$ cat src/rtl/ecc_pkg.sv
package ecc_pkg;

    localparam int data_w = 64;
    localparam int code_w = 72;
    localparam int synd_w = 7;

    typedef logic [data_w-1:0] data_t;
    typedef logic [code_w-1:0] code_t;      // Bit n is code word position n
    typedef logic [synd_w-1:0] syndrome_t;

    typedef enum logic [1:0] {
        st_ok,
        st_corrected,
        st_uncorrectable,
        st_illegal
    } status_t;

    // XOR of the indices of all set positions 1 to 71
    function automatic syndrome_t ecc_syndrome(input code_t c);
        syndrome_t s;
        s = '0;
        for (int p = 1; p < code_w; p++) begin
            if (c[p])
                s ^= syndrome_t'(p);
        end
        return s;
    endfunction

    function automatic code_t ecc_encode(input data_t d);
        code_t     c;
        syndrome_t s;
        int        j;
        c = '0;
        j = 0;
        for (int p = 3; p < code_w; p++) begin
            if ((p & (p - 1)) != 0) begin   // Powers of two hold check bits
                c[p] = d[j];
                j++;
            end
        end
        // With check positions still zero the syndrome is the check vector
        s = ecc_syndrome(c);
        for (int k = 0; k < synd_w; k++)
            c[1 << k] = s[k];
        c[0] = ^c[code_w-1:1];              // Overall parity
        return c;
    endfunction

    function automatic data_t ecc_extract(input code_t c);
        data_t d;
        int    j;
        d = '0;
        j = 0;
        for (int p = 3; p < code_w; p++) begin
            if ((p & (p - 1)) != 0) begin
                d[j] = c[p];
                j++;
            end
        end
        return d;
    endfunction

endpackage

$ cat src/rtl/cmd_pkg.sv
package cmd_pkg;

    localparam int addr_w = 8;
    localparam int depth  = 1 << addr_w;    // Words in the RAM
    localparam int op_w   = 3;

    typedef logic [addr_w-1:0] addr_t;
    typedef logic [op_w-1:0]   op_t;

    // Opcodes on the command port, 5 to 7 are illegal
    localparam op_t op_write     = 3'd0;
    localparam op_t op_read      = 3'd1;
    localparam op_t op_write_raw = 3'd2;
    localparam op_t op_read_raw  = 3'd3;
    localparam op_t op_scrub     = 3'd4;

    typedef enum logic [2:0] {
        k_write,        // Also write raw, word already final
        k_read,
        k_read_raw,
        k_scrub,
        k_illegal
    } kind_t;

endpackage

$ cat src/rtl/mem_if.sv
`timescale 1ns/1ps

interface mem_if;
    import cmd_pkg::*;
    import ecc_pkg::*;

    // Request, decode to execute
    logic  req_valid;
    logic  req_ready;
    kind_t req_kind;
    addr_t req_addr;
    code_t req_word;

    // Response slot reservation, execute to result
    logic  rd_issue;       // One pulse per access started
    kind_t rd_kind;
    logic  rd_free;        // Room for one more response

    modport req_src (
        output req_valid, req_kind, req_addr, req_word,
        input  req_ready
    );

    modport req_snk (
        input  req_valid, req_kind, req_addr, req_word,
        output req_ready
    );

    modport rd_src (
        output rd_issue, rd_kind,
        input  rd_free
    );

    modport rd_snk (
        input  rd_issue, rd_kind,
        output rd_free
    );

endinterface

$ cat src/rtl/ecc_execute.sv
`timescale 1ns/1ps

module ecc_execute (
    input  logic           clk,
    input  logic           rst,
    mem_if.req_snk         req,
    mem_if.rd_src          rd,
    input  logic           fix_valid,
    input  logic           fix_write,
    input  ecc_pkg::code_t fix_word,
    output cmd_pkg::addr_t mem_addr,
    output logic           mem_en,
    output logic           mem_we,
    output ecc_pkg::code_t mem_wr
);
    import cmd_pkg::*;

    typedef enum logic [1:0] {
        idle,
        fix_wait,           // Scrub read out, result not back yet
        fix_write_state     // Write corrected word back
    } state_t;

    state_t state;
    addr_t  scrub_addr;
    logic   accept;
    logic   write_back;

    //////////////////////////////////////////////////////////////////////
    // Issue, only with a free response slot
    //////////////////////////////////////////////////////////////////////

    assign req.req_ready = (state == idle) && rd.rd_free;
    assign accept        = req.req_valid && req.req_ready;
    assign write_back    = (state == fix_write_state);

    assign rd.rd_issue = accept;        // Illegal kinds reserve a slot too
    assign rd.rd_kind  = req.req_kind;

    //////////////////////////////////////////////////////////////////////
    // RAM port
    //////////////////////////////////////////////////////////////////////

    assign mem_en   = (accept && req.req_kind != k_illegal) || write_back;
    assign mem_we   = (accept && req.req_kind == k_write) || write_back;
    assign mem_addr = (state == idle) ? req.req_addr : scrub_addr;
    assign mem_wr   = write_back ? fix_word : req.req_word;

    always_ff @(posedge clk) begin
        if (rst) begin
            state <= idle;
        end else begin
            case (state)
                idle: begin
                    if (accept && req.req_kind == k_scrub)
                        state <= fix_wait;
                end
                fix_wait: begin
                    if (fix_valid)
                        state <= fix_write ? fix_write_state : idle;
                end
                default: state <= idle;
            endcase
        end
    end

    // Scrub address kept for the write-back
    always_ff @(posedge clk) begin
        if (accept)
            scrub_addr <= req.req_addr;
    end

endmodule

$ cat src/flat_wrapper.sv
// flat-port wrapper written by rule: the top's interface ports become plain ports
module ecc_execute_flat import cmd_pkg::*;
  (clk, rst, fix_valid, fix_write, fix_word, mem_addr, mem_en, mem_we, mem_wr, req_req_valid, req_req_kind, req_req_addr, req_req_word, req_req_ready, rd_rd_issue, rd_rd_kind, rd_rd_free);
  mem_if req_i ();
  mem_if rd_i ();
  input  logic clk;
  input  logic rst;
  input  logic fix_valid;
  input  logic fix_write;
  input  ecc_pkg::code_t fix_word;
  output cmd_pkg::addr_t mem_addr;
  output logic mem_en;
  output logic mem_we;
  output ecc_pkg::code_t mem_wr;
  input wire logic [$bits(req_i.req_valid)-1:0] req_req_valid;
  input wire logic [$bits(req_i.req_kind)-1:0] req_req_kind;
  input wire logic [$bits(req_i.req_addr)-1:0] req_req_addr;
  input wire logic [$bits(req_i.req_word)-1:0] req_req_word;
  output wire logic [$bits(req_i.req_ready)-1:0] req_req_ready;
  output wire logic [$bits(rd_i.rd_issue)-1:0] rd_rd_issue;
  output wire logic [$bits(rd_i.rd_kind)-1:0] rd_rd_kind;
  input wire logic [$bits(rd_i.rd_free)-1:0] rd_rd_free;
  assign req_i.req_valid = req_req_valid;
  assign req_i.req_kind = req_req_kind;
  assign req_i.req_addr = req_req_addr;
  assign req_i.req_word = req_req_word;
  assign req_req_ready = req_i.req_ready;
  assign rd_rd_issue = rd_i.rd_issue;
  assign rd_rd_kind = rd_i.rd_kind;
  assign rd_i.rd_free = rd_rd_free;
  ecc_execute u_core (.clk(clk), .rst(rst), .req(req_i), .rd(rd_i), .fix_valid(fix_valid), .fix_write(fix_write), .fix_word(fix_word), .mem_addr(mem_addr), .mem_en(mem_en), .mem_we(mem_we), .mem_wr(mem_wr));
endmodule
$ cat config.mk
export PLATFORM = sky130hd
export DESIGN_NAME = ecc_execute_flat
export DESIGN_NICKNAME = d
export VERILOG_FILES = /design/src/rtl/ecc_pkg.sv /design/src/rtl/cmd_pkg.sv /design/src/rtl/mem_if.sv /design/src/rtl/ecc_execute.sv /design/src/flat_wrapper.sv
export SDC_FILE = /design/constraint.sdc
export NUM_CORES = 1
export LEC_CHECK = 0
export BUFFER_PORTS_ARGS = -buffer_cell sky130_fd_sc_hd__buf_2
export CORE_AREA = 4 4 93 95
export CTS_BUF_LIST = sky130_fd_sc_hd__clkbuf_2 sky130_fd_sc_hd__clkbuf_4 sky130_fd_sc_hd__clkbuf_8
export DETAILED_ROUTE_END_ITERATION = 12
export DIE_AREA = 0 0 97 99
export PLACE_DENSITY = 0.69
export SYNTH_ARGS = -nofsm -noshare
export SYNTH_HDL_FRONTEND = slang
export SYNTH_SLANG_ARGS = --single-unit
$ cat constraint.sdc
create_clock -name clk -period 4.3 [get_ports clk]
set_clock_uncertainty 0.05 [all_clocks]
set_input_delay 1.075 -clock clk [delete_from_list [all_inputs] [get_ports clk]]
set_output_delay 1.075 -clock clk [all_outputs]
set_load 0.1 [all_outputs]
==> flow_summary.json <==
{
  "grt_max_degree": 43,
  "port-buffer-count": 247,
  "p_leak_nw": 1.66,
  "layout-drive-gt1-share": 0.941,
  "antenna_found_initial": 0,
  "grt_setup_unrepaired": "no",
  "hold_buffers": 0,
  "layout.nets": 519,
  "cap_violations": 0,
  "syn_nets": 276,
  "htreeDepth": 1,
  "syn_area_sq_um": 1730,
  "gp_congestion": 0.846,
  "syn-instance-count": 115,
  "grt_pass1_wl_mm": 10.1,
  "routed_wl_mm": 6.70,
  "powerDensity_nw_per_um2": 243,
  "clock_latency_ns": 0.23,
  "crit_path_start": "rd_rd_free",
  "firstDrtPassIters": 4,
  "grt_pass1_vias": 1908,
  "path_max_fanout": 9,
  "antenna_left": 0,
  "path_clk_slew_ns": 0.04,
  "yosys_warnings": 0,
  "root_buffer": "clkbuf_8",
  "via_per_inst": 4.05,
  "area_growth_pct": 72.4,
  "outcome": "completed",
  "cts.path.max_buffers": 2,
  "dpl_cell_area_sq_um": 2930,
  "grt_usage": 0.127,
  "post-dp-hpwl_mm": 6.10,
  "core_area_sq_um": 7730,
  "row_count": 32,
  "crit_slowest_cell": "buf_2",
  "slowest_delay_ns": 0.49,
  "setup_viol": 0,
  "slew_headroom": 0.514,
  "start_util": 0.224,
  "r2r_start": "u_core.state[0]",
  "critical_path_class": "input port to primary output",
  "dieArea_sq_um": 9600,
  "finalCoreUtilization": 0.386,
  "crit_path_frequent_cell": "buf_2",
  "ir_drop_mv": 0.183,
  "num_antenna_cells": 0,
  "cts_made_buffers": 3,
  "synth_seq_cells": 10,
  "hold_path_class": "flop to flop",
  "remaining_drc_errors": 0,
  "tritoncts": "yes",
  "cts_resized": 0,
  "die_y_um": 99,
  "drv_slew": 0,
  "max_freq_ghz": 0.303,
  "syn_avg_cell_area_sq_um": 15.0,
  "synth-seq-area-share": 0.162,
  "cp.arrival_ns": 2.17,
  "finalSetupTns_ns": 0,
  "die_w_um": 97,
  "overflow": 0,
  "design_area_sq_um": 2980,
  "cp_cell_sequence": "buf_2, nand4bb_1, inv_1, buf_2",
  "rr_endpoint": "u_core.scrub_addr[1]",
  "drt_iter0_drc": 27,
  "fillCellCount": 789,
  "ios": 248,
  "cts_setup_buffers": 0,
  "wl_per_cell_um": 14.6,
  "cts_num_sinks": 10,
  "post-route-period-util": 0.766,
  "crit_end": "rd_rd_issue",
  "crit_path_start_kind": "input port",
  "tightestPinTransition_ns": 0.729,
  "vias": 1857,
  "hold_violations": 0,
  "layout_min_cycle_time_ns": 3.30,
  "required_ns": 3.17,
  "reg2regPathDepth": 2,
  "rrSetupSlack_ns": 2.91,
  "synthDistinctLibCells": 18,
  "end_kind": "primary output",
  "hold_ws_ns": 0.516
}
-- state kept, by name, indices dropped and copies added (netlist names) --
name               count
u_core.scrub_addr      8
u_core.state           2
-- layout by cell type (no fill, tap or decap), types with 2 or more instances in the layout --
cell,count
dfxtp_1,2
mux2_2,10
edfxtp_1,8
nand2_1,2
buf_4,2
mux2_4,70
clkbuf_8,3
buf_2,247
-- per-layer routing --
metal	wire (um)	GRT usage	up-vias
met4	83	0.0356	0
met5	0	0	-
met2	3590	0.242	111
met3	594	0.0297	6
li1	-	-	918
met1	2430	0.138	822
-- stage by stage --
stage,setup slack (ns),power [W],std cells
floorplan,0.201,0.000513,115
global placement,1.04,0.000619,455
detailed placement,0.971,0.000623,455
CTS,0.971,0.000730,459
global route,0.879,0.000751,459
finish,1.00,0.000724,459
-- cells by family after synthesis --
family                 count (synthesis)  synth area share
muxes                                 80             0.672
buffers and inverters                 12             0.108
DFF                                   10             0.162
and+or+nand+nor                       10            0.0448
AOI/OAI and AO/OA                      3            0.0130
-- worst max-delay path: cells and delay by family --
kind	cells	cell delay, ns
buffers and inverters	3	0.88
and+or+nand+nor	1	0.20
-- worst min-delay path by stage --
stage / to / start / cells after the start
finish: u_core.state[1] / u_core.state[1] / 1
detailed placement: u_core.state[1] / u_core.state[1] / 1
floorplan: u_core.state[1] / u_core.state[1] / 1
global placement: u_core.state[1] / u_core.state[1] / 1
CTS: u_core.state[1] / u_core.state[1] / 1
global route: u_core.state[1] / u_core.state[1] / 1
-- where the power goes --
| part | total [W] | internal (W) | switching, W |
|---|---|---|---|
| Sequential | 0.000110 | 0.000109 | 0.00000124 |
| Combinational | 0.000508 | 0.000129 | 0.000379 |
| Clock | 0.000106 | 0.0000710 | 0.0000348 |
-- synth_stat cells --
cell,number,area (sq um)
mux2_4,70,1050
mux2_2,10,113
buf_12,8,160
edfxtp_1,8,240
buf_4,3,22.5
dfxtp_1,2,40.0
nand2_1,2,7.51
o41ai_1,2,17.5
and2_1,1,6.26
inv_1,1,3.75
nand2b_1,1,6.26
nand4bb_1,1,11.3
nor2_2,1,6.26
nor2b_4,1,13.8
nor3b_1,1,7.51
nor4b_1,1,8.76
o21ai_0,1,5.00
or4b_1,1,10.0
-- final cells by class --
class / count / area (sq um) / share of cell area
multi-input cells: 93 / 1270 / 0.426
clock buffers: 4 / 48.8 / 0.0164
flip-flops and latches: 10 / 280 / 0.0940
repair buffers: 249 / 1250 / 0.419
well taps: 102 / 128 / 0.0428
inverters: 1 / 3.75 / 0.00126
Power figures use the tool's default switching activity.
