$ cat src/rtl/ecc_pkg.sv
package ecc_pkg;

    localparam int data_w = 64;
    localparam int code_w = 72;
    localparam int synd_w = 7;

    typedef logic [data_w-1:0] data_t;
    typedef logic [code_w-1:0] code_t;      // Bit n is code word position n
    typedef logic [synd_w-1:0] syndrome_t;

    typedef enum logic [1:0] {
        st_ok,
        st_corrected,
        st_uncorrectable,
        st_illegal
    } status_t;

    // XOR of the indices of all set positions 1 to 71
    function automatic syndrome_t ecc_syndrome(input code_t c);
        syndrome_t s;
        s = '0;
        for (int p = 1; p < code_w; p++) begin
            if (c[p])
                s ^= syndrome_t'(p);
        end
        return s;
    endfunction

    function automatic code_t ecc_encode(input data_t d);
        code_t     c;
        syndrome_t s;
        int        j;
        c = '0;
        j = 0;
        for (int p = 3; p < code_w; p++) begin
            if ((p & (p - 1)) != 0) begin   // Powers of two hold check bits
                c[p] = d[j];
                j++;
            end
        end
        // With check positions still zero the syndrome is the check vector
        s = ecc_syndrome(c);
        for (int k = 0; k < synd_w; k++)
            c[1 << k] = s[k];
        c[0] = ^c[code_w-1:1];              // Overall parity
        return c;
    endfunction

    function automatic data_t ecc_extract(input code_t c);
        data_t d;
        int    j;
        d = '0;
        j = 0;
        for (int p = 3; p < code_w; p++) begin
            if ((p & (p - 1)) != 0) begin
                d[j] = c[p];
                j++;
            end
        end
        return d;
    endfunction

endpackage

$ cat src/rtl/cmd_pkg.sv
package cmd_pkg;

    localparam int addr_w = 8;
    localparam int depth  = 1 << addr_w;    // Words in the RAM
    localparam int op_w   = 3;

    typedef logic [addr_w-1:0] addr_t;
    typedef logic [op_w-1:0]   op_t;

    // Opcodes on the command port, 5 to 7 are illegal
    localparam op_t op_write     = 3'd0;
    localparam op_t op_read      = 3'd1;
    localparam op_t op_write_raw = 3'd2;
    localparam op_t op_read_raw  = 3'd3;
    localparam op_t op_scrub     = 3'd4;

    typedef enum logic [2:0] {
        k_write,        // Also write raw, word already final
        k_read,
        k_read_raw,
        k_scrub,
        k_illegal
    } kind_t;

endpackage

$ cat src/rtl/mem_if.sv
`timescale 1ns/1ps

interface mem_if;
    import cmd_pkg::*;
    import ecc_pkg::*;

    // Request, decode to execute
    logic  req_valid;
    logic  req_ready;
    kind_t req_kind;
    addr_t req_addr;
    code_t req_word;

    // Response slot reservation, execute to result
    logic  rd_issue;       // One pulse per access started
    kind_t rd_kind;
    logic  rd_free;        // Room for one more response

    modport req_src (
        output req_valid, req_kind, req_addr, req_word,
        input  req_ready
    );

    modport req_snk (
        input  req_valid, req_kind, req_addr, req_word,
        output req_ready
    );

    modport rd_src (
        output rd_issue, rd_kind,
        input  rd_free
    );

    modport rd_snk (
        input  rd_issue, rd_kind,
        output rd_free
    );

endinterface

$ cat src/rtl/cmd_decode.sv
`timescale 1ns/1ps

module cmd_decode (
    input  logic           clk,
    input  logic           rst,
    input  logic           cmd_valid,
    output logic           cmd_ready,
    input  cmd_pkg::op_t   cmd_op,
    input  cmd_pkg::addr_t cmd_addr,
    input  ecc_pkg::code_t cmd_data,
    mem_if.req_src         req
);
    import cmd_pkg::*;
    import ecc_pkg::*;

    logic  running;            // Low in reset and the cycle after
    logic  take;
    kind_t kind;
    code_t word;

    assign take      = cmd_valid && cmd_ready;
    assign cmd_ready = running && (!req.req_valid || req.req_ready);

    always_comb begin
        word = cmd_data;                    // Raw words pass untouched
        case (cmd_op)
            op_write: begin
                kind = k_write;
                word = ecc_encode(cmd_data[data_w-1:0]);
            end
            op_write_raw: kind = k_write;
            op_read:      kind = k_read;
            op_read_raw:  kind = k_read_raw;
            op_scrub:     kind = k_scrub;
            default:      kind = k_illegal;
        endcase
    end

    // One entry holding register
    always_ff @(posedge clk) begin
        if (rst) begin
            running       <= 1'b0;
            req.req_valid <= 1'b0;
        end else begin
            running <= 1'b1;
            if (take)
                req.req_valid <= 1'b1;
            else if (req.req_ready)
                req.req_valid <= 1'b0;
        end
    end

    always_ff @(posedge clk) begin
        if (take) begin
            req.req_kind <= kind;
            req.req_addr <= cmd_addr;
            req.req_word <= word;
        end
    end

endmodule

$ cat src/flat_wrapper.sv
// flat-port wrapper written by rule: the top's interface ports become plain ports
module cmd_decode_flat import cmd_pkg::*; import ecc_pkg::*;
  (clk, rst, cmd_valid, cmd_ready, cmd_op, cmd_addr, cmd_data, req_req_valid, req_req_kind, req_req_addr, req_req_word, req_req_ready);
  mem_if req_i ();
  input  logic clk;
  input  logic rst;
  input  logic cmd_valid;
  output logic cmd_ready;
  input  cmd_pkg::op_t cmd_op;
  input  cmd_pkg::addr_t cmd_addr;
  input  ecc_pkg::code_t cmd_data;
  output wire logic [$bits(req_i.req_valid)-1:0] req_req_valid;
  output wire logic [$bits(req_i.req_kind)-1:0] req_req_kind;
  output wire logic [$bits(req_i.req_addr)-1:0] req_req_addr;
  output wire logic [$bits(req_i.req_word)-1:0] req_req_word;
  input wire logic [$bits(req_i.req_ready)-1:0] req_req_ready;
  assign req_req_valid = req_i.req_valid;
  assign req_req_kind = req_i.req_kind;
  assign req_req_addr = req_i.req_addr;
  assign req_req_word = req_i.req_word;
  assign req_i.req_ready = req_req_ready;
  cmd_decode u_core (.clk(clk), .rst(rst), .cmd_valid(cmd_valid), .cmd_ready(cmd_ready), .cmd_op(cmd_op), .cmd_addr(cmd_addr), .cmd_data(cmd_data), .req(req_i));
endmodule
$ cat config.mk
export PLATFORM = sky130hd
export DESIGN_NAME = cmd_decode_flat
export DESIGN_NICKNAME = d
export VERILOG_FILES = /design/src/rtl/ecc_pkg.sv /design/src/rtl/cmd_pkg.sv /design/src/rtl/mem_if.sv /design/src/rtl/cmd_decode.sv /design/src/flat_wrapper.sv
export SDC_FILE = /design/constraint.sdc
export NUM_CORES = 1
export LEC_CHECK = 0
export ABC_AREA = 1
export BUFFER_PORTS_ARGS = -buffer_cell sky130_fd_sc_hd__buf_2
export CAP_MARGIN = 15
export CORE_ASPECT_RATIO = 0.7
export CORE_MARGIN = 4
export CORE_UTILIZATION = 45
export DETAILED_ROUTE_END_ITERATION = 8
export PLACE_DENSITY = 0.7
export REMOVE_ABC_BUFFERS = 1
export SYNTH_ARGS = -nofsm -noshare
export SYNTH_HDL_FRONTEND = slang
export SYNTH_SLANG_ARGS = --single-unit
$ cat constraint.sdc
create_clock -name clk -period 12.2 [get_ports clk]
set_input_delay 2.44 -clock clk [delete_from_list [all_inputs] [get_ports clk]]
set_output_delay 2.44 -clock clk [all_outputs]
set_load 0.02 [all_outputs]
==> metrics.md, run 1 <==
| Metric | Value |
|---|---|
| GPL Wtd Cong | around 0.95 |
| Clock share of power | between 20% and 30% |
| CTS H-tree lvls | 3 |
| Max Fclk | about 190 MHz |
| Register bit total from synthesis | 85 |
| Nets | ~1,200 |
| Mapped Area | 6406 um^2 |
| Post-DP HPWL | 15,040 um |
| Hold-fix buffers at CTS | 0 |
| Post-synth EDFFs | 83 |
| Number of max-cap violations | 0 |
| Synth cell types | 31 |
| DRC | 0 |
| Clock Latency Late Sink | approximately 0.35 ns |
| Sw Ratio | 36.75% |
| Flop2flop setup slack | between 10 and 15 ns |
| Sw power | between 300 and 400 uW |
| Met2 Usage GRT | roughly 34% |
| Total Wirelength | around 19,000 um |
| Final Hold Vio Count | 0 |
| Worst EP arrival | approximately 3.0 ns |
| Num Clock Sinks | 85 |
| Sequential fraction of the synthesis area | between 30% and 40% |
| Ports | 172 |
| Vias in the first global route | between 5,000 and 6,000 |
| Die span in x | 150.6 um |
| Via count | roughly 6,500 |
| Cell count after placement | 1,300 |
| FFs w/ async S/R, synth | 0% |
| Combinational Power Share | between 30 and 40% |
| Vias per cell | 4.961 |
| CP endpoint kind | primary output |
| P&R area growth vs syn | 19.96% |
| Non-filler instance count after layout | roughly 1,300 |
| Ant. Diodes | 0 |
| RSZ-0062 raised after global routing | no |
| Chip Height | 107.8 um |
| Core Region | 13,920 um^2 |
| CTS tree | yes |
| Slew margin rel. | 45.03% |
| Worst slew pin tran | approximately 0.82 ns |
| Hold Crit Class | flip-flop to flip-flop |
| Post-CTS setup buffers | 0 |
| Minimum hold slack | 0.6437 ns |
| TritonCTS buffer count | 9 |
| Fin. max-slew vios | 0 |
| Synthesis Warnings | 0 |
| Routed Antenna Nets | 0 |
| Syn avg cell area | ~6.7 um^2 |
| Cell count after synthesis | 960 |
| Initial antenna violation count | 1 |
| Crit path launch type | primary input |
| Sequential power share | between 30% and 40% |
| WP data required | a little under 10 ns |
| Commonest cells after routing, fill and taps aside | nand2_1 (475), buf_2 (171), inv_1 (116) |
| Port Buffer Count | 171 |
| 1st-iter DRT viols | 503 |
| Most common cell after layout, fill and taps aside | nand2_1 |
| Status | finished clean |
| DRT Pass-1 Iters | 5 |
| Post-DR wirelength/cell | roughly 15 um |
| Worst Skew | 0.004969 ns |
| Clock buffer depth | 2 |
| Peak fanout along the critical path | 3 |
| Clock slew at reported path FFs | roughly 0.06 ns |
| Initial Util | between 40 and 50% |
| Share of cells above drive strength 1 | between 10% and 20% |
| Die area | 16,240 um^2 |
| Final Util | between 50% and 60% |
| Internal | approximately 600 uW |
| Largest net degree at the start of global routing | between 70 and 80 |
| Post-cts sizing count | 0 |
| Met3 Usage GRT | under 10% |
| Total power | approximately 930 uW |
| Period utilization | between 40% and 50% |
| Most Crowded Layer GR | met1 |
| Met1 usage | between 30% and 40% |
| Final min period | ~5.4 ns |
| Pwr Density | around 120 nW/um^2 |
| Lkg Pwr | 4.275 nW |
| Peak supply drop | 0.07112 mV |
| Clock root buffer | clkbuf_16 |
| Total track usage | between 20% and 30% |
| Setup Viol. Count Final | 0 |
| Kind of critical path | primary input to primary output |
| FP Rows | 36 |
| Setup TNS | 0 ns |
| Synth Flop Type | edfxtp_1 |
| GRT overflow | 0 |
| First-pass GRT wire length | ~30,000 um |
## state kept, by name, indices dropped and copies added (netlist names)
name	flops
u_core.req.req_word	72
u_core.req.req_addr	8
u_core.req.req_kind	3
u_core.req.req_valid	1
u_core.running	1
## per-layer routing
metal	part of all wire (%)	vias to the layer above
met5	0.037	-
met4	1.4	2
met3	12	24
met2	39	304
met1	47	2878
li1	-	3321
## power by group through the flow
stage	Combinational, mW	Sequential, mW	Clock (mW)
floorplan	0.205	0.370	0
global placement	0.308	0.349	0
detailed placement	0.316	0.349	0
CTS	0.317	0.343	0.270
global route	0.364	0.344	0.284
finish	0.320	0.343	0.263
## cell families (layout without fill, tap and decap cells)
| family | count (synthesis) | after routing | synth area share, % |
|---|---|---|---|
| simple gates | 610 | 610 | 38.73 |
| buf+inv | 148 | 314 | 9.316 |
| flops | 85 | 85 | 39.53 |
| xor+xnor | 43 | 43 | 6.641 |
| compound gates | 74 | 74 | 5.781 |
## critical path, cell delays in order
cell and delay [ns]:
buf_2 0.10, nor2_1 0.20, nor2_1 0.06, buf_2 0.16
## final timing paths
kind / from / to / cells after the start
worst max-delay path: req_req_ready / cmd_ready / 4
worst min-delay path: u_core.req.req_valid$_SDFFE_PP0P_ / u_core.req.req_valid$_SDFFE_PP0P_ / 4
worst max register to register: u_core.req.req_valid$_SDFFE_PP0P_ / u_core.req.req_word[2]$_DFFE_PP_ / 5
worst min register to register: u_core.req.req_valid$_SDFFE_PP0P_ / u_core.req.req_valid$_SDFFE_PP0P_ / 4
## through the flow
stage	setup slack (ns)	instance area, um^2
after floorplan	2.993	6275
after global placement	6.797	7403
after detailed placement	6.797	7403
after CTS	6.794	7685
after global routing	6.753	7685
final	6.807	7685
## layout make-up
type | count | area, um^2
Tap cell | 190 | 237.7
Clock buffer | 9 | 225.2
Inverter | 124 | 465.4
Timing Repair Buffer | 174 | 878.3
Fill cell | 1377 | 6233
Sequential cell | 85 | 2532
Clock inverter | 7 | 56.30
Multi-Input combinational cell | 727 | 3289
## cells in the mapped netlist (2+ instances only)
library cell / count / area, um^2
buf_2: 3 / 15.01
nor2_1: 29 / 108.9
nand2_2: 13 / 81.33
clkbuf_2: 3 / 15.01
nand3_2: 3 / 30.03
nor2_2: 2 / 12.51
nand4_1: 4 / 25.02
nand3b_1: 6 / 45.04
buf_4: 4 / 30.03
nand2_1: 476 / 1787
xnor2_1: 17 / 148.9
inv_2: 7 / 26.28
xor2_1: 21 / 183.9
inv_1: 116 / 435.4
a21oi_1: 4 / 20.02
o21ai_0: 70 / 350.3
dfxtp_1: 2 / 40.04
xnor2_2: 3 / 48.80
nand3_1: 73 / 365.4
edfxtp_1: 83 / 2492
clkbuf_1: 11 / 41.29
(Power assumes the default switching activity.)
==> run 2, diff against run 1 <==
--- a/config.mk
+++ b/config.mk
@@ -12,7 +12,7 @@
 export CORE_MARGIN = 4
 export CORE_UTILIZATION = 45
 export DETAILED_ROUTE_END_ITERATION = 8
-export PLACE_DENSITY = 0.7
+export PLACE_DENSITY = 0.73
 export REMOVE_ABC_BUFFERS = 1
 export SYNTH_ARGS = -nofsm -noshare
 export SYNTH_HDL_FRONTEND = slang
==> constraint.sdc (replaced) <==
create_clock -name clk -period 4.5 [get_ports clk]
set_input_delay 0.9 -clock clk [delete_from_list [all_inputs] [get_ports clk]]
set_output_delay 0.9 -clock clk [all_outputs]
set_load 0.02 [all_outputs]
==> metrics.md, run 2 (same netlist as run 1, synthesis figures left out) <==
| Metric | Value |
|---|---|
| Number of max-cap violations | 0 (unchanged) |
| Vias in the first global route | 5,875 (+3.1%) |
| Top Metal Used | met4 |
| Core Region | 13,920 um^2 (unchanged) |
| Worst reg-to-reg path cell count | 4 (-1) |
| Share of cells above drive strength 1 | 19.80% (unchanged) |
| Final Worst Setup Slack | 1.708 ns (-5.099 ns) |
| Layout filler cell count | 1,399 (+1.6%) |
| Vias per cell | 4.954 (-0.14%) |
| CTS H-tree lvls | 3 (unchanged) |
| P&R area growth vs syn | 19.96% (unchanged) |
| DRC | 0 (unchanged) |
| Port Buffer Count | 171 (unchanged) |
| Num Clock Sinks | 85 (unchanged) |
| Max Fclk | 358.2 MHz |
| Total power | 2.521 mW (+170%) |
| Initial antenna violation count | 0 (-1) |
| Hold-fix buffers at CTS | 0 (unchanged) |
| WP data required | 4.60 ns (-5.16 ns) |
| Biggest regs | u_core.req.req_word x72, u_core.req.req_addr x8, u_core.req.req_kind x3 |
| Setup Viol. Count Final | 0 (unchanged) |
| Period utilization | 62.04% |
| Nets | 1,208 (unchanged) |
| Critical Path Start | cmd_data[39] |
| Setup TNS | 0 ns (unchanged) |
| Routed length on met1 | 9335 um (+3.7%) |
| Clock slew at reported path FFs | 0.07 ns (about the same) |
| Final min period | about 2.8 ns |
| Setup crit end | u_core.req.req_word[0]$_DFFE_PP_ |
| Status | finished clean |
| Peak supply drop | 0.1800 mV (+150%) |
| Slew margin rel. | 34.42% (-11 points) |
| Die area | 16,240 um^2 (unchanged) |
| Post-cts sizing count | 0 (unchanged) |
| GPL Wtd Cong | 0.9212 (-2.7%) |
| Initial Util | 46.03% (unchanged) |
| Ports | 172 (unchanged) |
| Clock Latency Late Sink | 0.34 ns (about the same) |
| R2r startpoint | u_core.req.req_valid$_SDFFE_PP0P_ |
| Routed Antenna Nets | 0 (unchanged) |
| Chip Height | 107.8 um (unchanged) |
| Total track usage | 24.54% (+0.70 points) |
| Kind of critical path | primary input to flip-flop |
| Commonest cells after routing, fill and taps aside | nand2_1 (475), buf_2 (171), inv_1 (116) |
| Largest net degree at the start of global routing | 118 (+66%) |
| CTS tree | yes |
| 1st-iter DRT viols | 553 (+9.9%) |
| CP endpoint kind | flip-flop |
| GRT overflow | 0 (unchanged) |
| Non-filler instance count after layout | 1,316 (unchanged) |
| Max reg flops | 72 (unchanged) |
| TritonCTS buffer count | 9 (unchanged) |
| Post-DP HPWL | 15,470 um (+2.8%) |
| Post-DP Area | 7403 um^2 (unchanged) |
| Minimum hold slack | 0.6565 ns (+0.01282 ns) |
| Met2 Wirelength | 7818 um (+4.7%) |
| Most common cell after layout, fill and taps aside | nand2_1 |
| Worst slew pin tran | 0.9837 ns (+0.1642 ns) |
| Final Instance Area | 7685 um^2 (unchanged) |
| Post-DR wirelength/cell | 14.73 um (+1.5%) |
| FP Rows | 36 (unchanged) |
| Clock root buffer | clkbuf_16 |
| Worst EP arrival | 2.89 ns (-0.06 ns) |
| Reg2reg end | u_core.req.req_word[39]$_DFFE_PP_ |
| Dpl ws | 1.404 ns (-5.393 ns) |
| Post-CTS setup buffers | 0 (unchanged) |
| Pwr Density | 328.0 nW/um^2 (+170%) |
| Ant. Diodes | 0 (unchanged) |
| WL met3 | 2108 um (-10%) |
| Cell count after placement | 1,300 (unchanged) |
| Final Util | 55.21% (unchanged) |
| Via count | 6,520 (-0.14%) |
| Lkg Pwr | 4.275 nW (unchanged) |
| Crit path launch type | primary input |
| Largest Register | u_core.req.req_word |
| RSZ-0062 raised after global routing | no |
| Flop2flop setup slack | 2.94 ns (-7.28 ns) |
| Peak fanout along the critical path | 5 (+2) |
| Worst Skew | 0.004530 ns (-0.0004387 ns) |
| Final Hold Vio Count | 0 (unchanged) |
| Total Wirelength | 19,390 um (+1.5%) |
| DRT Pass-1 Iters | 5 (unchanged) |
| Die span in x | 150.6 um (unchanged) |
| Fin. max-slew vios | 0 (unchanged) |
| Hold Crit Class | flip-flop to flip-flop |
| First-pass GRT wire length | 30,760 um (+4.0%) |
| Clock buffer depth | 2 (unchanged) |
[run 2: cell counts in the layout (fill, tap and decap cells not counted)]
Identical to the previous run, type by type.
[run 2: metal layers]
metal	track usage (%)	vias up
met5	0	-
met4	4.010	0
met3	6.439	11
met2	36.07	274
met1	36.75	2913
li1	-	3322
[run 2: worst min path at each step]
stage	startpoint	endpoint	slack [ns]	cells after the start
4_1_cts	u_core.req.req_valid$_SDFFE_PP0P_	u_core.req.req_valid$_SDFFE_PP0P_	0.67	4
3_5_place_dp	u_core.req.req_valid$_SDFFE_PP0P_	u_core.req.req_valid$_SDFFE_PP0P_	0.66	4
5_1_grt	cmd_addr[6]	u_core.req.req_addr[6]$_DFFE_PP_	0.71	1
2_1_floorplan	u_core.req.req_valid$_SDFFE_PP0P_	u_core.req.req_valid$_SDFFE_PP0P_	0.69	4
6_report	u_core.req.req_valid$_SDFFE_PP0P_	u_core.req.req_valid$_SDFFE_PP0P_	0.66	4
3_3_place_gp	u_core.req.req_valid$_SDFFE_PP0P_	u_core.req.req_valid$_SDFFE_PP0P_	0.63	4
[run 2: critical path, cell delays in order]
cell,delay [ns]
buf_2,0.14
inv_1,0.17
nand2_1,0.08
nand2_1,0.16
nand2_1,0.07
nand2_1,0.11
nor2_1,0.07
nor2_2,0.12
nand2_1,0.11
nand3_1,0.09
nand3_1,0.12
nand2_2,0.11
nand2_2,0.05
nand2_2,0.06
inv_1,0.05
nand2_2,0.06
nand3_1,0.12
nand2_1,0.09
nand2_1,0.05
nand3_1,0.08
nand2_1,0.07
[run 2: cell type report]
type	count	area, um^2	share of cell area (%)
clock buffer	9	225.2	2.931
clock inverter	7	56.30	0.7327
inverter	124	465.4	6.057
multi-input combinational	727	3289	42.80
sequential	85	2532	32.95
tap	190	237.7	3.093
timing repair buffer	174	878.3	11.43
[run 2: power by group]
| group | switching, mW | internal (mW) | leakage [nW] |
|---|---|---|---|
| Combinational | 0.587 | 0.287 | 3.34 |
| Sequential | 0.00887 | 0.921 | 0.796 |
| Clock | 0.336 | 0.381 | 0.137 |
