File: config.mk
export PLATFORM = sky130hd
export DESIGN_NAME = ecc_result_flat
export DESIGN_NICKNAME = d
export VERILOG_FILES = /design/src/rtl/ecc_pkg.sv /design/src/rtl/cmd_pkg.sv /design/src/rtl/mem_if.sv /design/src/rtl/ecc_result.sv /design/src/flat_wrapper.sv
export SDC_FILE = /design/constraint.sdc
export NUM_CORES = 1
export LEC_CHECK = 0
export BUFFER_PORTS_ARGS = -buffer_cell sky130_fd_sc_hd__buf_4
export CORE_ASPECT_RATIO = 0.6
export CORE_UTILIZATION = 40
export CTS_CLUSTER_DIAMETER = 120
export DETAILED_ROUTE_END_ITERATION = 6
export PLACE_DENSITY = 0.65
export SLEW_MARGIN = 20
export SYNTH_ARGS = -nofsm -noshare
export SYNTH_HDL_FRONTEND = slang
export SYNTH_SLANG_ARGS = --single-unit
File: constraint.sdc
create_clock -name clk -period 3.95 [get_ports clk]
set_input_delay 0.5925 -clock clk [delete_from_list [all_inputs] [get_ports clk]]
set_output_delay 0.5925 -clock clk [all_outputs]
set_load 0.005 [all_outputs]
File: src/rtl/ecc_pkg.sv
package ecc_pkg;

    localparam int data_w = 64;
    localparam int code_w = 72;
    localparam int synd_w = 7;

    typedef logic [data_w-1:0] data_t;
    typedef logic [code_w-1:0] code_t;      // Bit n is code word position n
    typedef logic [synd_w-1:0] syndrome_t;

    typedef enum logic [1:0] {
        st_ok,
        st_corrected,
        st_uncorrectable,
        st_illegal
    } status_t;

    // XOR of the indices of all set positions 1 to 71
    function automatic syndrome_t ecc_syndrome(input code_t c);
        syndrome_t s;
        s = '0;
        for (int p = 1; p < code_w; p++) begin
            if (c[p])
                s ^= syndrome_t'(p);
        end
        return s;
    endfunction

    function automatic code_t ecc_encode(input data_t d);
        code_t     c;
        syndrome_t s;
        int        j;
        c = '0;
        j = 0;
        for (int p = 3; p < code_w; p++) begin
            if ((p & (p - 1)) != 0) begin   // Powers of two hold check bits
                c[p] = d[j];
                j++;
            end
        end
        // With check positions still zero the syndrome is the check vector
        s = ecc_syndrome(c);
        for (int k = 0; k < synd_w; k++)
            c[1 << k] = s[k];
        c[0] = ^c[code_w-1:1];              // Overall parity
        return c;
    endfunction

    function automatic data_t ecc_extract(input code_t c);
        data_t d;
        int    j;
        d = '0;
        j = 0;
        for (int p = 3; p < code_w; p++) begin
            if ((p & (p - 1)) != 0) begin
                d[j] = c[p];
                j++;
            end
        end
        return d;
    endfunction

endpackage

File: src/rtl/cmd_pkg.sv
package cmd_pkg;

    localparam int addr_w = 8;
    localparam int depth  = 1 << addr_w;    // Words in the RAM
    localparam int op_w   = 3;

    typedef logic [addr_w-1:0] addr_t;
    typedef logic [op_w-1:0]   op_t;

    // Opcodes on the command port, 5 to 7 are illegal
    localparam op_t op_write     = 3'd0;
    localparam op_t op_read      = 3'd1;
    localparam op_t op_write_raw = 3'd2;
    localparam op_t op_read_raw  = 3'd3;
    localparam op_t op_scrub     = 3'd4;

    typedef enum logic [2:0] {
        k_write,        // Also write raw, word already final
        k_read,
        k_read_raw,
        k_scrub,
        k_illegal
    } kind_t;

endpackage

File: src/rtl/mem_if.sv
`timescale 1ns/1ps

interface mem_if;
    import cmd_pkg::*;
    import ecc_pkg::*;

    // Request, decode to execute
    logic  req_valid;
    logic  req_ready;
    kind_t req_kind;
    addr_t req_addr;
    code_t req_word;

    // Response slot reservation, execute to result
    logic  rd_issue;       // One pulse per access started
    kind_t rd_kind;
    logic  rd_free;        // Room for one more response

    modport req_src (
        output req_valid, req_kind, req_addr, req_word,
        input  req_ready
    );

    modport req_snk (
        input  req_valid, req_kind, req_addr, req_word,
        output req_ready
    );

    modport rd_src (
        output rd_issue, rd_kind,
        input  rd_free
    );

    modport rd_snk (
        input  rd_issue, rd_kind,
        output rd_free
    );

endinterface

File: src/rtl/ecc_result.sv
`timescale 1ns/1ps

module ecc_result (
    input  logic             clk,
    input  logic             rst,
    mem_if.rd_snk            rd,
    input  ecc_pkg::code_t   mem_rd,
    output logic             fix_valid,
    output logic             fix_write,
    output ecc_pkg::code_t   fix_word,
    output logic             rsp_valid,
    input  logic             rsp_ready,
    output ecc_pkg::code_t   rsp_data,
    output ecc_pkg::status_t rsp_status
);
    import cmd_pkg::*;
    import ecc_pkg::*;

    logic       pend_valid;     // Access issued last cycle, RAM data now
    kind_t      pend_kind;
    syndrome_t  syn;
    logic       odd;
    status_t    chk_status;
    code_t      fixed;
    code_t      res_data;
    status_t    res_status;
    code_t      q_data [2];
    status_t    q_status [2];
    logic       wr_ptr;
    logic       rd_ptr;
    logic [1:0] cnt;
    logic       push;
    logic       pop;
    logic       scrub;

    //////////////////////////////////////////////////////////////////////
    // Check and correct
    //////////////////////////////////////////////////////////////////////

    always_comb begin
        syn   = ecc_syndrome(mem_rd);
        odd   = ^mem_rd;
        // Odd parity, single error at position syn (0 means parity bit)
        fixed = odd ? (mem_rd ^ (code_t'(1) << syn)) : mem_rd;
        if (odd)
            chk_status = st_corrected;
        else if (syn != '0)
            chk_status = st_uncorrectable;
        else
            chk_status = st_ok;
    end

    always_comb begin
        res_data   = '0;
        res_status = st_ok;
        case (pend_kind)
            k_read, k_scrub: begin
                res_data   = {8'h00, ecc_extract(fixed)};
                res_status = chk_status;
            end
            k_read_raw: res_data   = mem_rd;
            k_illegal:  res_status = st_illegal;
            default: ;                          // Writes answer zero, ok
        endcase
    end

    //////////////////////////////////////////////////////////////////////
    // Two entry response queue
    //////////////////////////////////////////////////////////////////////

    assign push       = pend_valid;
    assign pop        = rsp_valid && rsp_ready;
    assign scrub      = pend_valid && pend_kind == k_scrub;
    assign rsp_valid  = (cnt != 2'd0);
    assign rsp_data   = q_data[rd_ptr];
    assign rsp_status = q_status[rd_ptr];
    assign rd.rd_free = (cnt == 2'd0) || (cnt == 2'd1 && !pend_valid);

    always_ff @(posedge clk) begin
        if (rst) begin
            pend_valid <= 1'b0;
            wr_ptr     <= 1'b0;
            rd_ptr     <= 1'b0;
            cnt        <= 2'd0;
            fix_valid  <= 1'b0;
            fix_write  <= 1'b0;
        end else begin
            pend_valid <= rd.rd_issue;
            fix_valid  <= scrub;
            fix_write  <= scrub && chk_status == st_corrected;
            if (push)
                wr_ptr <= !wr_ptr;
            if (pop)
                rd_ptr <= !rd_ptr;
            case ({push, pop})
                2'b10:   cnt <= cnt + 2'd1;
                2'b01:   cnt <= cnt - 2'd1;
                default: ;
            endcase
        end
    end

    always_ff @(posedge clk) begin
        pend_kind <= rd.rd_kind;
        if (push) begin
            q_data[wr_ptr]   <= res_data;
            q_status[wr_ptr] <= res_status;
        end
        if (scrub)
            fix_word <= fixed;      // Held for the write-back cycle
    end

endmodule

File: src/flat_wrapper.sv
// flat-port wrapper written by rule: the top's interface ports become plain ports
module ecc_result_flat import cmd_pkg::*; import ecc_pkg::*;
  (clk, rst, mem_rd, fix_valid, fix_write, fix_word, rsp_valid, rsp_ready, rsp_data, rsp_status, rd_rd_issue, rd_rd_kind, rd_rd_free);
  mem_if rd_i ();
  input  logic clk;
  input  logic rst;
  input  ecc_pkg::code_t mem_rd;
  output logic fix_valid;
  output logic fix_write;
  output ecc_pkg::code_t fix_word;
  output logic rsp_valid;
  input  logic rsp_ready;
  output ecc_pkg::code_t rsp_data;
  output ecc_pkg::status_t rsp_status;
  input wire logic [$bits(rd_i.rd_issue)-1:0] rd_rd_issue;
  input wire logic [$bits(rd_i.rd_kind)-1:0] rd_rd_kind;
  output wire logic [$bits(rd_i.rd_free)-1:0] rd_rd_free;
  assign rd_i.rd_issue = rd_rd_issue;
  assign rd_i.rd_kind = rd_rd_kind;
  assign rd_rd_free = rd_i.rd_free;
  ecc_result u_core (.clk(clk), .rst(rst), .rd(rd_i), .mem_rd(mem_rd), .fix_valid(fix_valid), .fix_write(fix_write), .fix_word(fix_word), .rsp_valid(rsp_valid), .rsp_ready(rsp_ready), .rsp_data(rsp_data), .rsp_status(rsp_status));
endmodule
==> impl_metrics.py, run 1 <==
metrics = {
    "final_layout": {
        "syn_to_final_growth_pct": 26.2,
        "final_layout_size_suffix_gt1_share_pct": 40.7,
        "diodes": 0,
        "fin_nets": 1103,
    },
    "global_routing": {
        "grt_pass1_vias": 7149,
        "grt_remaining_overflow": 0,
        "use_met3_pct": 5.98,
        "grtUsageMet1_pct": 37.0,
        "grt_max_degree": 73,
        "track_usage_pct": 22.9,
        "grt_pass1_wl_um": 48200,
        "antenna_found_initial": 0,
        "grt_busiest_layer": "met1",
        "use_met2_pct": 31.0,
    },
    "synth": {
        "synth_top_family_by_area": "XOR/XNOR gates",
        "synthFlopType": "edfxtp_1",
        "yosysUniqueCellTypes": 41,
        "muxShareOfSynthArea_pct": 7.47,
        "postSynthCellCount": 772,
        "synth_fp_nets": 854,
        "synth_area_leaders": "edfxtp_1 (58%), xnor2_1 (8.9%), mux2_2 (7.4%)",
        "synthAdderAreaFrac_pct": 0.328,
        "synth_compound_area_share_pct": 5.68,
        "yosys.area.top_type_share_pct": 57.7,
        "syn_area_um2": 11400,
        "seq_area_frac_synth_pct": 59.6,
        "synth-edff-count": 220,
        "synthArstFlopShare_pct": 0,
        "yosysTopAreaCell": "edfxtp_1",
        "avgSynthCellArea_um2": 14.8,
        "synth-xor-area-share_pct": 18.3,
        "synth_seq_cells": 231,
        "yosys.area_share.simple_pct": 6.86,
        "ys.warnings.count": 0,
    },
    "clocking": {
        "cts.sinks": 231,
        "path_clk_slew_ns": 0.06,
        "worst_skew_pair.late_latency_ns": 0.52,
        "hold_buffers": 0,
        "root_buffer": "clkbuf_16",
        "ctsResizeCount": 0,
        "numCtsBuffers": 23,
        "cts_tree": "built",
        "post-cts-setup-buffer-count": 0,
        "htree_levels": 1,
        "clk_path_buf_depth": 3,
    },
    "outcome": {
        "status": "complete, but fails checks",
        "violations": "DRC",
    },
    "timing": {
        "slew-limit-headroom_pct": 33.5,
        "whs_ns": 0.170,
        "slew_viol_final": 0,
        "finClkSkew_ns": 0.0137,
        "hold_viol_final": 0,
        "worst_pin_slew_ns": 0.998,
        "fin_ws_ns": 0.427,
        "clock.fmax_ghz": 0.284,
        "finalSetupViolations": 0,
        "finalCriticalPeriod_ns": 3.52,
        "fin_crit_sh_pct": 89.2,
        "grt_setup_unrepaired": "false",
    },
    "critical_path": {
        "crit_fanout": 8,
        "start_kind": "input port",
        "cp_data_required_time_ns": 4.22,
        "cp.arrival_ns": 3.79,
        "setup.worst_path.start": "mem_rd[53]",
        "end_kind": "flop",
        "worst-setup-path-type": "input port to flop",
        "setup.reg_to_reg.worst_slack_ns": 1.90,
        "r2r_start": "u_core.pend_kind[0]$_DFF_P_",
        "crit_end": "u_core.q_data[1][1]$_DFFE_PP_",
        "reg2reg_depth": 4,
        "r2r-end": "u_core.q_status[0][1]$_DFFE_PP_",
    },
    "die": {
        "die_y_um": 133,
        "row_count": 47,
        "io_pins": 229,
        "die_x_um": 220,
        "initial_core_util_pct": 41.2,
        "die_area_um2": 29300,
        "core_area_um2": 27800,
    },
    "power_and_ir_drop": {
        "p_sw_mw": 3.69,
        "leakage_nw": 5.32,
        "seqPwrFrac_pct": 31.3,
        "ir_drop_v": 0.000446,
        "intPower_mw": 5.63,
        "comb_power_share_pct": 46.5,
        "p_sw_share_pct": 39.6,
        "clkPwrFrac_pct": 22.2,
        "power_density_nw_per_um2": 645,
    },
    "route": {
        "vias_per_cell": 5.36,
        "drt_first_iter_violations": 658,
        "num_vias": 7524,
        "avgRoutedWirePerCell_um": 24.3,
        "drt-pass1-iter-count": 7,
        "ant_nets": 0,
        "drt-total-wl_um": 34100,
        "drc_errors": 14,
    },
    "placed_design": {
        "place_congestion": 0.831,
        "hpwl_um": 24200,
        "pre_cts_ws_ns": -0.0202,
        "port_buffers": 228,
    },
    "worst_hold_path": {
        "min_path_type": "input port to flop",
        "hp-start": "rd_rd_kind[2]",
    },
    "flow_run": {
        "maxCapViolations": 0,
    },
}
Yosys cell counts, types with 4 or more instances:
master	n
xor2_1	82
dfxtp_1	11
xnor2_1	116
nand2_1	6
a22o_1	64
nor3_2	27
xnor2_2	8
xnor2_4	4
nor3_1	39
nor4_1	6
edfxtp_1	220
nor2_1	18
nand3_1	5
mux2_2	75
buf_2	8
and2_1	11
inv_1	6
clkbuf_1	26
worst max-delay path, stage by stage:
cell and delay, ns:
buf_4 0.14, xnor2_1 0.32, xnor2_2 0.22, xnor3_1 0.45
xnor2_4 0.25, xor2_2 0.39, nand2_2 0.20, nor4_1 0.71
buf_4 0.23, xor2_1 0.08, a22o_1 0.20
flip-flops by register name, indices dropped and copies added, names as in the netlist, named ones only:
signal	flops
u_core.pend_valid	1
u_core.rd_ptr	1
u_core.q_data	144
u_core.fix_valid	1
u_core.cnt	2
u_core.fix_word	72
u_core.q_status	4
u_core.pend_kind	3
u_core.fix_write	1
u_core.wr_ptr	1
routing by layer:
layer / vias to the layer above / share of wire (%)
met2: 409 / 41
met4: 0 / 1.0
met5: - / 0
met3: 24 / 11
met1: 3738 / 48
li1: 3353 / -
worst min path at each step:
stage / to / depth (start not counted)
after global routing: u_core.pend_kind[0]$_DFF_P_ / 1
after detailed placement: flop / 2
after global placement: u_core.cnt[1]$_SDFFE_PP0P_ / 2
after CTS: u_core.pend_kind[1]$_DFF_P_ / 1
final: u_core.pend_kind[2]$_DFF_P_ / 1
after floorplan: u_core.cnt[1]$_SDFFE_PP0P_ / 2
kinds of logic after synthesis:
logic type / Yosys count
mux: 76
simple gates: 127
flops: 231
buf+inv: 44
xor+xnor: 216
compound gates: 75
fa+ha+maj: 3
final cells by class:
| cell class | count | area, um^2 |
|---|---|---|
| fill | 2414 | 13400 |
| sequential | 231 | 6830 |
| multi-input combinational | 497 | 4440 |
| timing repair buffer | 262 | 2000 |
| clock buffer | 28 | 594 |
| tap | 367 | 459 |
| clock inverter | 12 | 92.6 |
| inverter | 6 | 22.5 |
placed cells by master, fill, tap and decap left out, drive strengths merged, types with 2 or more instances in the layout:
cell,n
a22o,64
nand3,5
or3,3
ha,3
clkbuf,28
clkinvlp,2
xnor2,128
and2,11
nand4,2
a22oi,4
nor4,6
edfxtp,220
nor3,66
xnor3,3
nor2b,3
nand2b,2
dfxtp,11
clkinv,8
inv,7
buf,262
nor2,18
nand2,8
xor2,85
mux2,75
o2111ai,2
stage by stage:
step	power [mW]	TNS, ns	utilization (%)	area, um^2	instances
5_1_grt	9.71	0	51.9	14400	1403
4_1_cts	9.32	0	51.9	14400	1403
3_3_place_gp	7.26	-0.108	49.5	13800	1363
3_5_place_dp	7.24	-0.0405	49.5	13800	1363
6_report	9.32	0	51.9	14400	1403
2_1_floorplan	5.60	0	-	11400	772
power groups by stage:
stage          sequential, mW  combinational [mW]  clock [mW]
6_report                 2.92                4.33        2.07
2_1_floorplan            2.91                2.69           0
4_1_cts                  2.92                4.30        2.10
3_3_place_gp             2.97                4.28           0
5_1_grt                  2.93                4.59        2.19
3_5_place_dp             2.97                4.27           0
Power figures use the tool's default switching activity.
==> run 2: changes to the inputs <==
--- a/config.mk
+++ b/config.mk
@@ -8,6 +8,7 @@
 export BUFFER_PORTS_ARGS = -buffer_cell sky130_fd_sc_hd__buf_4
 export CORE_ASPECT_RATIO = 0.6
 export CORE_UTILIZATION = 40
+export CTS_BUF_LIST = sky130_fd_sc_hd__clkbuf_2
 export CTS_CLUSTER_DIAMETER = 120
 export DETAILED_ROUTE_END_ITERATION = 6
 export PLACE_DENSITY = 0.65
==> impl_metrics.py, run 2 (synthesis results as in run 1) <==
metrics = {
    "outcome": {
        "status": "complete, but fails checks",
        "violations": "DRC",
    },
    "clocking": {
        "worst_skew_pair.late_latency_ns": 0.86,
        "path_clk_slew_ns": 0.13,
        "cts_tree": "built",
        "numCtsBuffers": 53,
        "htree_levels": 2,
        "cts.sinks": 231,
        "root_buffer": "clkbuf_2",
        "clk_path_buf_depth": 3,
        "ctsResizeCount": 0,
    },
    "power_and_ir_drop": {
        "power_density_nw_per_um2": 607,
        "p_total_mw": 8.71,
        "leakage_nw": 5.39,
        "ir_drop_v": 0.000441,
    },
    "worst_hold_path": {
        "hold_end": "u_core.fix_word[65]$_DFFE_PP_",
        "min_path_type": "input port to flop",
        "hp-start": "mem_rd[65]",
        "whs_path_depth": 2,
    },
    "global_routing": {
        "grt_pass1_vias": 7514,
        "antenna_found_initial": 0,
        "track_usage_pct": 23.3,
        "grt_pass1_wl_um": 48700,
        "grt_max_degree": 73,
        "grt_remaining_overflow": 0,
    },
    "critical_path": {
        "worst-setup-path-type": "input port to flop",
        "crit_fanout": 8,
        "r2r-end": "u_core.fix_word[22]$_DFFE_PP_",
        "start_kind": "input port",
        "cp.arrival_ns": 4.39,
        "cp_data_required_time_ns": 4.66,
        "r2r_start": "u_core.pend_kind[0]$_DFF_P_",
        "setup.reg_to_reg.worst_slack_ns": 1.89,
        "reg2reg_depth": 4,
        "end_kind": "flop",
    },
    "route": {
        "vias_per_cell": 5.25,
        "drt-total-wl_um": 34500,
        "ant_nets": 0,
        "drc_errors": 14,
        "drt-pass1-iter-count": 7,
        "drt_first_iter_violations": 697,
        "num_vias": 7719,
        "avgRoutedWirePerCell_um": 23.5,
    },
    "die": {
        "initial_core_util_pct": 41.2,
        "die_x_um": 220,
        "core_area_um2": 27800,
        "die_y_um": 133,
        "row_count": 47,
        "die_area_um2": 29300,
        "io_pins": 229,
    },
    "final_layout": {
        "final_layout_size_suffix_gt1_share_pct": 42.4,
        "final_common_cell": "buf_4",
        "syn_to_final_growth_pct": 25.4,
        "diodes": 0,
        "final_cell_mix": "buf_4 (259), edfxtp_1 (220), xnor2_1 (116)",
        "reg_top3": "u_core.q_data: 144 flops, u_core.fix_word: 72 flops, u_core.q_status: 4 flops",
        "regMostFlops": "u_core.q_data",
        "fillers": 2467,
        "final_util_pct": 51.6,
        "largest_reg_flops": 144,
        "fin_nets": 1149,
    },
    "flow_run": {
        "maxCapViolations": 0,
    },
    "timing": {
        "worst_pin_slew_ns": 1.02,
        "slew_viol_final": 0,
        "hold_viol_final": 0,
        "finalCriticalPeriod_ns": 3.67,
        "fin_crit_sh_pct": 93.0,
        "clock.fmax_ghz": 0.272,
        "finalSetupViolations": 0,
        "grt_setup_unrepaired": "false",
        "slew-limit-headroom_pct": 32.3,
        "finClkSkew_ns": 0.0273,
    },
    "placed_design": {
        "port_buffers": 228,
        "hpwl_um": 24200,
        "place_congestion": 0.831,
    },
}
run 2: power breakdown:
| group | internal, mW | switching (mW) |
|---|---|---|
| combinational | 1.67 | 2.68 |
| sequential | 2.83 | 0.0885 |
| clock | 0.518 | 0.931 |
| total | 5.02 | 3.70 |
run 2: critical path, cell delays in order:
cell	delay (ns)
dlygate4sd3_1	0.54
buf_4	0.16
xnor2_1	0.13
xnor2_1	0.27
xnor3_1	0.53
xnor2_4	0.25
xor2_2	0.38
nand2_2	0.20
nor4_1	0.71
buf_4	0.23
xor2_1	0.21
a22o_1	0.18
run 2: through the flow:
| step | std cells | setup WS [ns] | hold WS (ns) | area [um^2] | setup TNS [ns] |
|---|---|---|---|---|---|
| CTS | 1468 | 0.404 | 0.00369 | 14300 | 0 |
| detailed placement | 1363 | -0.0202 | 0.502 | 13800 | -0.0405 |
| global placement | 1363 | -0.0542 | 0.493 | 13800 | -0.108 |
| finish | 1469 | 0.278 | 0.0879 | 14400 | 0 |
| global route | 1469 | 0.140 | 0.00593 | 14400 | 0 |
| floorplan | 772 | 0.831 | 0.466 | 11400 | 0 |
run 2: routing by layer:
metal,vias to the layer above,part of all wire [%],global-route usage (%)
met5,-,0,0
met4,0,1.1,5.13
met3,32,9.8,6.92
met2,370,40,30.9
met1,3843,49,36.5
li1,3474,-,-
run 2: layout make-up:
class / instances / area [um^2] / area share [%]
multi-input combinational: 497 / 4440 / 30.9
clock inverter: 12 / 45.0 / 0.314
clock buffer: 78 / 390 / 2.72
inverter: 6 / 22.5 / 0.157
timing repair buffer: 278 / 2160 / 15.1
sequential: 231 / 6830 / 47.6
tap: 367 / 459 / 3.20
run 2: how the worst max path moves through the flow:
stage / endpoint / from / depth (start not counted)
2_1_floorplan: u_core.q_data[0][31]$_DFFE_PP_ / mem_rd[23] / 10
3_3_place_gp: u_core.q_data[1][1]$_DFFE_PP_ / mem_rd[22] / 11
3_5_place_dp: u_core.q_data[1][1]$_DFFE_PP_ / mem_rd[23] / 11
4_1_cts: u_core.q_data[0][1]$_DFFE_PP_ / mem_rd[20] / 12
5_1_grt: u_core.q_data[0][1]$_DFFE_PP_ / mem_rd[20] / 12
6_report: u_core.q_data[0][1]$_DFFE_PP_ / mem_rd[20] / 12
run 2: what timing repair did:
item                                   in CTS  in global routing
setup endpoints to repair                   0                  0
endpoints found under the hold margin      23                  2
hold buffers                               15                  1
buffers inserted                            0                  0
